## src/vld_settings.svh

```systemverilog
`ifndef VLD_SETTINGS_SVH
`define VLD_SETTINGS_SVH

// Lanes of the vector register file
`define VLD_NR_LANES 2
// Bits in one lane word
`define VLD_ELEN 64
// Bytes in one register-file word, also the read beat width
`define VLD_WORD_BYTES (`VLD_NR_LANES * 8)

// Instruction queue depth
`define VLD_INSN_DEPTH 4
// Result queue depth, shared by all lanes
`define VLD_RESULT_DEPTH 2

// Words in one vector register
`define VLD_REG_WORDS 8
// Distinct instruction ids
`define VLD_NR_IDS 8

`endif
```

## src/vld_pkg.sv

```systemverilog
package vld_pkg;

  `include "vld_settings.svh"

  // Element width code
  // 0 is 8 bits, 1 is 16, 2 is 32, 3 is 64
  typedef logic [1:0] eew_t;

  // Instruction id
  typedef logic [$clog2(`VLD_NR_IDS)-1:0] vid_t;

  // Element count, up to 128
  typedef logic [7:0] vlen_t;

  // Destination register number
  typedef logic [4:0] vreg_t;

  // Register-file word address
  typedef logic [7:0] vaddr_t;

  // One lane word and its byte enables
  typedef logic [`VLD_ELEN-1:0]   elen_t;
  typedef logic [`VLD_ELEN/8-1:0] strb_t;

  // One read beat, a full register-file word
  typedef logic [8*`VLD_WORD_BYTES-1:0] beat_t;

  // Load instruction as held in the queue
  typedef struct packed {
    vid_t  id;
    vlen_t vl;
    eew_t  eew;
    vreg_t vd;
  } insn_t;

endpackage

```

## src/vld_top.sv

```systemverilog
`timescale 1ns/10ps

`include "vld_settings.svh"

module vld_top import vld_pkg::*; (
  input  logic                         clk_i,
  input  logic                         rst_ni,
  // Sequencer
  input  logic                         req_valid_i,
  input  vid_t                         req_id_i,
  input  vlen_t                        req_vl_i,
  input  eew_t                         req_eew_i,
  input  vreg_t                        req_vd_i,
  output logic                         req_ready_o,
  // Read channel
  input  logic                         r_valid_i,
  input  beat_t                        r_data_i,
  output logic                         r_ready_o,
  // Lanes
  output logic   [`VLD_NR_LANES-1:0]   result_req_o,
  output vid_t   [`VLD_NR_LANES-1:0]   result_id_o,
  output vaddr_t [`VLD_NR_LANES-1:0]   result_addr_o,
  output elen_t  [`VLD_NR_LANES-1:0]   result_wdata_o,
  output strb_t  [`VLD_NR_LANES-1:0]   result_be_o,
  input  logic   [`VLD_NR_LANES-1:0]   result_gnt_i,
  // Retirement
  output logic                         done_o,
  output vid_t                         done_id_o
);

  insn_t                        issue_insn;
  logic                         issue_valid;
  insn_t                        commit_insn;
  logic                         commit_valid;
  logic                         issue_done;
  logic                         commit_done;
  logic                         full;
  // Word from packer to result queue
  logic                         word_push;
  vid_t                         push_id;
  vaddr_t [`VLD_NR_LANES-1:0]   push_addr;
  elen_t  [`VLD_NR_LANES-1:0]   push_wdata;
  strb_t  [`VLD_NR_LANES-1:0]   push_be;

  vld_insn_queue i_insn_queue (
    .clk_i          (clk_i),
    .rst_ni         (rst_ni),
    .req_valid_i    (req_valid_i),
    .req_id_i       (req_id_i),
    .req_vl_i       (req_vl_i),
    .req_eew_i      (req_eew_i),
    .req_vd_i       (req_vd_i),
    .req_ready_o    (req_ready_o),
    .issue_done_i   (issue_done),
    .commit_done_i  (commit_done),
    .issue_insn_o   (issue_insn),
    .issue_valid_o  (issue_valid),
    .commit_insn_o  (commit_insn),
    .commit_valid_o (commit_valid),
    .done_o         (done_o),
    .done_id_o      (done_id_o)
  );

  vld_beat_packer i_beat_packer (
    .clk_i         (clk_i),
    .rst_ni        (rst_ni),
    .r_valid_i     (r_valid_i),
    .r_data_i      (r_data_i),
    .r_ready_o     (r_ready_o),
    .issue_insn_i  (issue_insn),
    .issue_valid_i (issue_valid),
    .full_i        (full),
    .issue_done_o  (issue_done),
    .push_o        (word_push),
    .push_id_o     (push_id),
    .push_addr_o   (push_addr),
    .push_wdata_o  (push_wdata),
    .push_be_o     (push_be)
  );

  vld_result_queue i_result_queue (
    .clk_i          (clk_i),
    .rst_ni         (rst_ni),
    .push_i         (word_push),
    .push_id_i      (push_id),
    .push_addr_i    (push_addr),
    .push_wdata_i   (push_wdata),
    .push_be_i      (push_be),
    .full_o         (full),
    .commit_insn_i  (commit_insn),
    .commit_valid_i (commit_valid),
    .commit_done_o  (commit_done),
    .result_req_o   (result_req_o),
    .result_id_o    (result_id_o),
    .result_addr_o  (result_addr_o),
    .result_wdata_o (result_wdata_o),
    .result_be_o    (result_be_o),
    .result_gnt_i   (result_gnt_i)
  );

endmodule

```

## src/vld_result_queue.sv

```systemverilog
`timescale 1ns/10ps

`include "vld_settings.svh"

module vld_result_queue import vld_pkg::*; (
  input  logic                         clk_i,
  input  logic                         rst_ni,
  // Word from the packer
  input  logic                         push_i,
  input  vid_t                         push_id_i,
  input  vaddr_t [`VLD_NR_LANES-1:0]   push_addr_i,
  input  elen_t  [`VLD_NR_LANES-1:0]   push_wdata_i,
  input  strb_t  [`VLD_NR_LANES-1:0]   push_be_i,
  output logic                         full_o,
  // Commit head from the instruction queue
  input  insn_t                        commit_insn_i,
  input  logic                         commit_valid_i,
  output logic                         commit_done_o,
  // Lane write ports
  output logic   [`VLD_NR_LANES-1:0]   result_req_o,
  output vid_t   [`VLD_NR_LANES-1:0]   result_id_o,
  output vaddr_t [`VLD_NR_LANES-1:0]   result_addr_o,
  output elen_t  [`VLD_NR_LANES-1:0]   result_wdata_o,
  output strb_t  [`VLD_NR_LANES-1:0]   result_be_o,
  input  logic   [`VLD_NR_LANES-1:0]   result_gnt_i
);

  localparam int unsigned NrLanes   = `VLD_NR_LANES;
  localparam int unsigned Depth     = `VLD_RESULT_DEPTH;
  localparam int unsigned WordBytes = `VLD_WORD_BYTES;
  localparam int unsigned PntW      = $clog2(Depth);

  // Payload per entry
  vid_t                   id_q    [Depth];
  vaddr_t [NrLanes-1:0]   addr_q  [Depth];
  elen_t  [NrLanes-1:0]   wdata_q [Depth];
  strb_t  [NrLanes-1:0]   be_q    [Depth];
  // One pending bit per entry and lane
  logic [Depth-1:0][NrLanes-1:0] valid_q;

  logic [PntW-1:0] wr_pnt_q;
  logic [PntW-1:0] rd_pnt_q;
  logic [PntW:0]   cnt_q;

  vlen_t            ccnt_q;
  logic             loaded_q;
  vlen_t            cur_cnt;
  vlen_t            word_elems;
  vlen_t            ccnt_d;
  logic [NrLanes-1:0] head_left;
  logic             pop;

  assign full_o = (cnt_q == (PntW+1)'(Depth));

  // Lanes still owing a grant after this cycle
  assign head_left = valid_q[rd_pnt_q] & ~result_gnt_i;
  // Head leaves with its last outstanding grant
  assign pop       = (cnt_q != '0) && (head_left == '0);

  assign result_req_o = valid_q[rd_pnt_q];
  always_comb begin
    for (int l = 0; l < NrLanes; l++) begin
      result_id_o[l]    = id_q[rd_pnt_q];
      result_addr_o[l]  = addr_q[rd_pnt_q][l];
      result_wdata_o[l] = wdata_q[rd_pnt_q][l];
      result_be_o[l]    = be_q[rd_pnt_q][l];
    end
  end

  // Elements still to be written for the commit head
  assign cur_cnt    = loaded_q ? ccnt_q : commit_insn_i.vl;
  assign word_elems = vlen_t'(WordBytes) >> commit_insn_i.eew;
  assign ccnt_d     = (cur_cnt > word_elems) ? cur_cnt - word_elems : '0;

  assign commit_done_o = pop && commit_valid_i && (ccnt_d == '0);

  always_ff @(posedge clk_i) begin
    if (push_i) begin
      id_q[wr_pnt_q]    <= push_id_i;
      addr_q[wr_pnt_q]  <= push_addr_i;
      wdata_q[wr_pnt_q] <= push_wdata_i;
      be_q[wr_pnt_q]    <= push_be_i;
    end
  end

  always_ff @(posedge clk_i or negedge rst_ni) begin
    if (!rst_ni) begin
      valid_q  <= '0;
      wr_pnt_q <= '0;
      rd_pnt_q <= '0;
      cnt_q    <= '0;
      ccnt_q   <= '0;
      loaded_q <= 1'b0;
    end else begin
      // Grants clear lanes of the head
      if (cnt_q != '0) begin
        valid_q[rd_pnt_q] <= head_left;
      end
      // New word requests on every lane
      if (push_i) begin
        valid_q[wr_pnt_q] <= '1;
        wr_pnt_q          <= (wr_pnt_q == PntW'(Depth - 1)) ? '0 : wr_pnt_q + 1'b1;
      end
      if (pop) begin
        rd_pnt_q <= (rd_pnt_q == PntW'(Depth - 1)) ? '0 : rd_pnt_q + 1'b1;
      end
      cnt_q <= cnt_q + {{PntW{1'b0}}, push_i} - {{PntW{1'b0}}, pop};
      if (pop && commit_valid_i) begin
        ccnt_q   <= ccnt_d;
        loaded_q <= !commit_done_o;
      end
    end
  end

  // The packer honours full, so the queue never overflows
  a_cnt_bound: assert property (@(posedge clk_i) disable iff (!rst_ni)
    cnt_q <= (PntW+1)'(Depth));

  // Lanes grant only what is requested
  a_gnt_req: assert property (@(posedge clk_i) disable iff (!rst_ni)
    (result_gnt_i & ~result_req_o) == '0);

endmodule

```

## src/vld_beat_packer.sv

```systemverilog
`timescale 1ns/10ps

`include "vld_settings.svh"

module vld_beat_packer import vld_pkg::*; (
  input  logic                         clk_i,
  input  logic                         rst_ni,
  // Read channel
  input  logic                         r_valid_i,
  input  beat_t                        r_data_i,
  output logic                         r_ready_o,
  // Issue head from the instruction queue
  input  insn_t                        issue_insn_i,
  input  logic                         issue_valid_i,
  // Result queue back-pressure
  input  logic                         full_i,
  output logic                         issue_done_o,
  // Word going into the result queue
  output logic                         push_o,
  output vid_t                         push_id_o,
  output vaddr_t [`VLD_NR_LANES-1:0]   push_addr_o,
  output elen_t  [`VLD_NR_LANES-1:0]   push_wdata_o,
  output strb_t  [`VLD_NR_LANES-1:0]   push_be_o
);

  localparam int unsigned NrLanes   = `VLD_NR_LANES;
  localparam int unsigned LaneBytes = `VLD_ELEN / 8;
  localparam int unsigned WordBytes = `VLD_WORD_BYTES;
  localparam int unsigned IdxW      = $clog2(`VLD_REG_WORDS);
  // Wide enough for vl shifted by the largest element size
  localparam int unsigned ByteW     = $bits(vlen_t) + 3;

  vlen_t            cnt_q;
  logic             loaded_q;
  logic [IdxW-1:0]  word_idx_q;

  vlen_t            cur_cnt;
  vlen_t            word_elems;
  vlen_t            cnt_d;
  logic [ByteW-1:0] vl_bytes;
  logic [ByteW-1:0] word_base;
  vaddr_t           word_addr;
  logic             beat;

  // Take a beat only with an instruction to issue and room downstream
  assign r_ready_o = issue_valid_i && !full_i;
  assign beat      = r_valid_i && r_ready_o;

  // Fresh head starts from its full vl
  assign cur_cnt    = loaded_q ? cnt_q : issue_insn_i.vl;
  assign word_elems = vlen_t'(WordBytes) >> issue_insn_i.eew;
  assign cnt_d      = (cur_cnt > word_elems) ? cur_cnt - word_elems : '0;

  assign issue_done_o = beat && (cnt_d == '0);

  assign vl_bytes  = ByteW'(issue_insn_i.vl) << issue_insn_i.eew;
  assign word_base = ByteW'(word_idx_q) * ByteW'(WordBytes);
  // Register number selects a block of words, index picks one
  assign word_addr = vaddr_t'(issue_insn_i.vd) * vaddr_t'(`VLD_REG_WORDS) + vaddr_t'(word_idx_q);

  assign push_o    = beat;
  assign push_id_o = issue_insn_i.id;

  // Bytes go to lanes in order, lane 0 takes the lowest bytes
  always_comb begin
    for (int l = 0; l < NrLanes; l++) begin
      push_addr_o[l]  = word_addr;
      push_wdata_o[l] = r_data_i[`VLD_ELEN*l +: `VLD_ELEN];
      for (int b = 0; b < LaneBytes; b++) begin
        // Tail bytes past vl are masked off
        push_be_o[l][b] = (word_base + ByteW'(l * LaneBytes + b)) < vl_bytes;
      end
    end
  end

  always_ff @(posedge clk_i or negedge rst_ni) begin
    if (!rst_ni) begin
      cnt_q      <= '0;
      loaded_q   <= 1'b0;
      word_idx_q <= '0;
    end else if (beat) begin
      cnt_q      <= cnt_d;
      // Next head reloads its own count
      loaded_q   <= !issue_done_o;
      word_idx_q <= issue_done_o ? '0 : word_idx_q + 1'b1;
    end
  end

endmodule

```

## src/vld_insn_queue.sv

```systemverilog
`timescale 1ns/10ps

`include "vld_settings.svh"

module vld_insn_queue import vld_pkg::*; (
  input  logic  clk_i,
  input  logic  rst_ni,
  // Sequencer
  input  logic  req_valid_i,
  input  vid_t  req_id_i,
  input  vlen_t req_vl_i,
  input  eew_t  req_eew_i,
  input  vreg_t req_vd_i,
  output logic  req_ready_o,
  // Strobes back from the datapath
  input  logic  issue_done_i,
  input  logic  commit_done_i,
  // Heads of the issue and commit phases
  output insn_t issue_insn_o,
  output logic  issue_valid_o,
  output insn_t commit_insn_o,
  output logic  commit_valid_o,
  // Retirement report
  output logic  done_o,
  output vid_t  done_id_o
);

  localparam int unsigned Depth = `VLD_INSN_DEPTH;
  localparam int unsigned PntW  = $clog2(Depth);

  // Circular buffer written at accept and read at issue and commit
  insn_t insn_q [Depth];

  logic [PntW-1:0] accept_pnt_q;
  logic [PntW-1:0] issue_pnt_q;
  logic [PntW-1:0] commit_pnt_q;
  // Waiting for issue is a subset of waiting for commit
  logic [PntW:0]   issue_cnt_q;
  logic [PntW:0]   commit_cnt_q;

  insn_t req_insn;
  logic  full;
  logic  accept;

  assign req_insn.id  = req_id_i;
  assign req_insn.vl  = req_vl_i;
  assign req_insn.eew = req_eew_i;
  assign req_insn.vd  = req_vd_i;

  // An entry stays busy until its last word has been written
  assign full        = (commit_cnt_q == (PntW+1)'(Depth));
  assign req_ready_o = !full;
  assign accept      = req_valid_i && !full;

  assign issue_insn_o   = insn_q[issue_pnt_q];
  assign issue_valid_o  = (issue_cnt_q != '0);
  assign commit_insn_o  = insn_q[commit_pnt_q];
  assign commit_valid_o = (commit_cnt_q != '0);

  always_ff @(posedge clk_i) begin
    if (accept) begin
      insn_q[accept_pnt_q] <= req_insn;
    end
  end

  always_ff @(posedge clk_i or negedge rst_ni) begin
    if (!rst_ni) begin
      accept_pnt_q <= '0;
      issue_pnt_q  <= '0;
      commit_pnt_q <= '0;
      issue_cnt_q  <= '0;
      commit_cnt_q <= '0;
      done_o       <= 1'b0;
      done_id_o    <= '0;
    end else begin
      if (accept) begin
        accept_pnt_q <= (accept_pnt_q == PntW'(Depth - 1)) ? '0 : accept_pnt_q + 1'b1;
      end
      if (issue_done_i) begin
        issue_pnt_q <= (issue_pnt_q == PntW'(Depth - 1)) ? '0 : issue_pnt_q + 1'b1;
      end
      if (commit_done_i) begin
        commit_pnt_q <= (commit_pnt_q == PntW'(Depth - 1)) ? '0 : commit_pnt_q + 1'b1;
      end
      // Accept and retire can happen in the same cycle
      issue_cnt_q  <= issue_cnt_q + {{PntW{1'b0}}, accept} - {{PntW{1'b0}}, issue_done_i};
      commit_cnt_q <= commit_cnt_q + {{PntW{1'b0}}, accept} - {{PntW{1'b0}}, commit_done_i};
      // Done pulse follows the final grant by one cycle
      done_o <= commit_done_i;
      if (commit_done_i) begin
        done_id_o <= commit_insn_o.id;
      end
    end
  end

  // Queue never holds more than its depth and commit never runs ahead of issue
  a_cnt_bound: assert property (@(posedge clk_i) disable iff (!rst_ni)
    (commit_cnt_q <= (PntW+1)'(Depth)) && (issue_cnt_q <= commit_cnt_q));

  // The packer only finishes an instruction that was handed to it
  a_issue_done_valid: assert property (@(posedge clk_i) disable iff (!rst_ni)
    issue_done_i |-> issue_valid_o);

endmodule

```

## config.mk

```make
export PLATFORM = sky130hd
export DESIGN_NAME = vld_top
export DESIGN_NICKNAME = d
export VERILOG_FILES = /design/src/vld_pkg.sv /design/src/vld_top.sv /design/src/vld_result_queue.sv /design/src/vld_beat_packer.sv /design/src/vld_insn_queue.sv
export VERILOG_INCLUDE_DIRS = /design/src
export SDC_FILE = /design/constraint.sdc
export NUM_CORES = 1
export LEC_CHECK = 0
export BUFFER_PORTS_ARGS = -buffer_cell sky130_fd_sc_hd__buf_2
export CAP_MARGIN = 10
export CORE_ASPECT_RATIO = 1.1
export CORE_MARGIN = 2
export CORE_UTILIZATION = 54
export DETAILED_ROUTE_END_ITERATION = 7
export GPL_TIMING_DRIVEN = 0
export HOLD_SLACK_MARGIN = 0.1
export PLACE_DENSITY = 0.76
export SYNTH_ARGS = -nofsm -noshare
export SYNTH_HDL_FRONTEND = slang
export SYNTH_HIERARCHICAL = 1
export SYNTH_SLANG_ARGS = --single-unit
```

## constraint.sdc

```tcl
create_clock -name clk_i -period 8.99 [get_ports clk_i]
set_input_delay 0.899 -clock clk_i [delete_from_list [all_inputs] [get_ports clk_i]]
set_output_delay 0.899 -clock clk_i [all_outputs]
set_load 0.02 [all_outputs]
```

==> results.sh <==
export IMPL_outcome="finished clean"
export IMPL_ioPinCount=326
export IMPL_worst_slew_pin_slew_ps=1080
export IMPL_postPlaceCellArea_mm2=0.0207
export IMPL_drv_slew=0
export IMPL_start_util_pct=54.5
export IMPL_rrSetupSlack_ps=3780
export IMPL_hold_depth=1
export IMPL_grt_overflow_total=0
export IMPL_whs_endpoint="i_insn_queue/issue_cnt_q[2]$_DFF_PN0_"
export IMPL_fin_skew_ps=17.0
export IMPL_drtAntennaViolNets=0
export IMPL_rows=72
export IMPL_finalCoreUtilization_pct=63.2
export IMPL_crit_start="i_insn_queue/issue_pnt_q[0]$_DFFE_PN0P_"
export IMPL_grt_use_total_pct=20.3
export IMPL_io_buffers=197
export IMPL_drc=0
export IMPL_hpwl_mm=26.1
export IMPL_crit_type="reg2reg"
export IMPL_reg2regPathDepth=18
export IMPL_reg2reg_from="i_insn_queue/issue_pnt_q[0]$_DFFE_PN0P_"
export IMPL_grt_max_degree=121
export IMPL_max_slew_margin_pct=27.8
export IMPL_dieHeight_um=201
export IMPL_antenna_found_initial=2
export IMPL_cp_slowest_stage_delay_ps=620
export IMPL_reg2reg_to="i_insn_queue/issue_cnt_q[2]$_DFF_PN0_"
export IMPL_clock_path_buffers=3
export IMPL_layoutNonFillerInstCount=1871
export IMPL_place_congestion=0.831
export IMPL_wl_per_cell_um=20.3
export IMPL_syn_inst=1145
export IMPL_hold_buffers=0
export IMPL_final_hold_viol_count=0
export IMPL_rsz0062_at_grt="no"
export IMPL_area_delta_synth_final_pct=15.9
export IMPL_post_cts_buffers=0
export IMPL_firstDrtPassIters=5
export IMPL_drt_iter0_markers=596
export IMPL_path_buf_inv=5
export IMPL_ir_worst_vdd_mv=0.263
export IMPL_nFillCells=2525
export IMPL_wirelength_mm=38.0
export IMPL_place_ws_ps=3770
export IMPL_placed_cells=1789
export IMPL_fin_ws_ps=3780
export IMPL_nets=1573
export IMPL_hold_path_class="reg2reg"
export IMPL_tns_ps=0
export IMPL_layout_drive_gt1_share_pct=46.9
export IMPL_syn_avg_cell_area_um2=16.7
export IMPL_syn_area_mm2=0.0191
export IMPL_cts_inserted_buffers=45
export IMPL_clk_pin_slew_ps=60
export IMPL_critPathArrivalTime_ps=5680
export IMPL_cp_slowest_cell="mux4_2"
export IMPL_cp_max_fo=10
export IMPL_grt_pass1_vias=10300
export IMPL_vias_per_cell=5.40
export IMPL_clock_sinks=443
export IMPL_yosys_warnings=6
export IMPL_required_ps=9460
export IMPL_die_w_um=183
export IMPL_grt_pass1_wl_mm=57.2
export IMPL_final_cell_mix="edfxtp_1 (398), buf_2 (221), mux2_2 (181), buf_4 (148)"
export IMPL_route_vias_total=10100
export IMPL_synth_nets=1326
export IMPL_crit_path_end_kind="flip-flop"
export IMPL_power_density_mw_per_mm2=381
export IMPL_die_area_mm2=0.0369
export IMPL_worst_skew_pair_late_latency_ps=560
export IMPL_ctsResizeCount=0
export IMPL_postLayoutCellArea_mm2=0.0221
export IMPL_core_area_mm2=0.0350
export IMPL_cap_viol_max_count=0
export IMPL_setup_viol=0
export IMPL_p_leak_nw=8.32
export IMPL_ctsRootBufferMaster="clkbuf_16"
export IMPL_timing_fmax_ghz=0.192
export IMPL_cp_top_family="adder cells"
export IMPL_crit_chain="buf_2 > mux4_2 > clkbuf_1 > clkbuf_1 > or2_2 > ha_1 > or3_1 > o2bb2ai_2 > xnor2_1 > nand4_1 > a211oi_4 > ha_1 > inv_1 > ha_1 > inv_1 > fa_1 > xnor2_1 > xnor2_1"
export IMPL_fin_crit_sh_pct=58.0
export IMPL_h_tree_depth=2
export IMPL_final_common_cell="edfxtp_1"
export IMPL_startpoint_type="flip-flop"
export IMPL_period_needed_ps=5210
export IMPL_worstHoldStart="i_insn_queue/issue_cnt_q[2]$_DFF_PN0_"
export IMPL_cts_tree="built"
[worst max-delay path by stage]
stage          slack [ps]                                       to  cells past startpoint
3_3_place_gp         1110  i_result_queue/wdata_q[1][70]$_DFFE_PP_                      4
4_1_cts              3720    i_insn_queue/issue_cnt_q[2]$_DFF_PN0_                     18
6_report             3780    i_insn_queue/issue_cnt_q[2]$_DFF_PN0_                     18
5_1_grt              3380    i_insn_queue/issue_cnt_q[2]$_DFF_PN0_                     18
3_5_place_dp         3770    i_insn_queue/issue_cnt_q[2]$_DFF_PN0_                     18
2_1_floorplan        3320    i_result_queue/addr_q[1][0]$_DFFE_PP_                      5
[sequential cells by signal (all words and copies together) (netlist names), 4 cells and up]
name	cells
i_result_queue/ccnt_q	8
i_result_queue/addr_q	32
i_result_queue/id_q	6
i_result_queue/be_q	32
i_result_queue/wdata_q	256
i_insn_queue/insn_q	72
i_beat_packer/cnt_q	8
i_result_queue/valid_q	4
[layer usage]
| metal | routed length, µm | vias to the layer above | global-route usage, % |
|---|---|---|---|
| met5 | 0 | - | 0 |
| met4 | 1330 | 0 | 8.11 |
| met3 | 3110 | 68 | 5.43 |
| met2 | 19000 | 336 | 35.1 |
| met1 | 14500 | 5033 | 24.1 |
| li1 | - | 4661 | - |
[power breakdown]
group	total (mW)	switching, mW	internal, mW
Clock	1.75	0.755	0.999
Combinational	3.56	2.13	1.43
Sequential	3.11	0.173	2.94
Total	8.43	3.06	5.37
[per-stage QoR]
step	power, mW	hold WS [ps]
3_5_place_dp	6.72	461
3_3_place_gp	6.71	454
6_report	8.43	472
5_1_grt	8.91	486
2_1_floorplan	5.75	439
4_1_cts	8.51	473
[layout make-up]
type	instances	area [µm²]	share of cell area [%]
inverter	32	128	0.576
buffer	184	1280	5.76
sequential	443	13100	59.1
timing repair buffer	200	1070	4.83
clock inverter	24	216	0.978
clock buffer	56	1190	5.36
tap	444	556	2.51
multi-input combinational	486	4630	20.9
antenna	2	5.00	0.0226
Note: power is estimated with default switching activity, not from simulation.
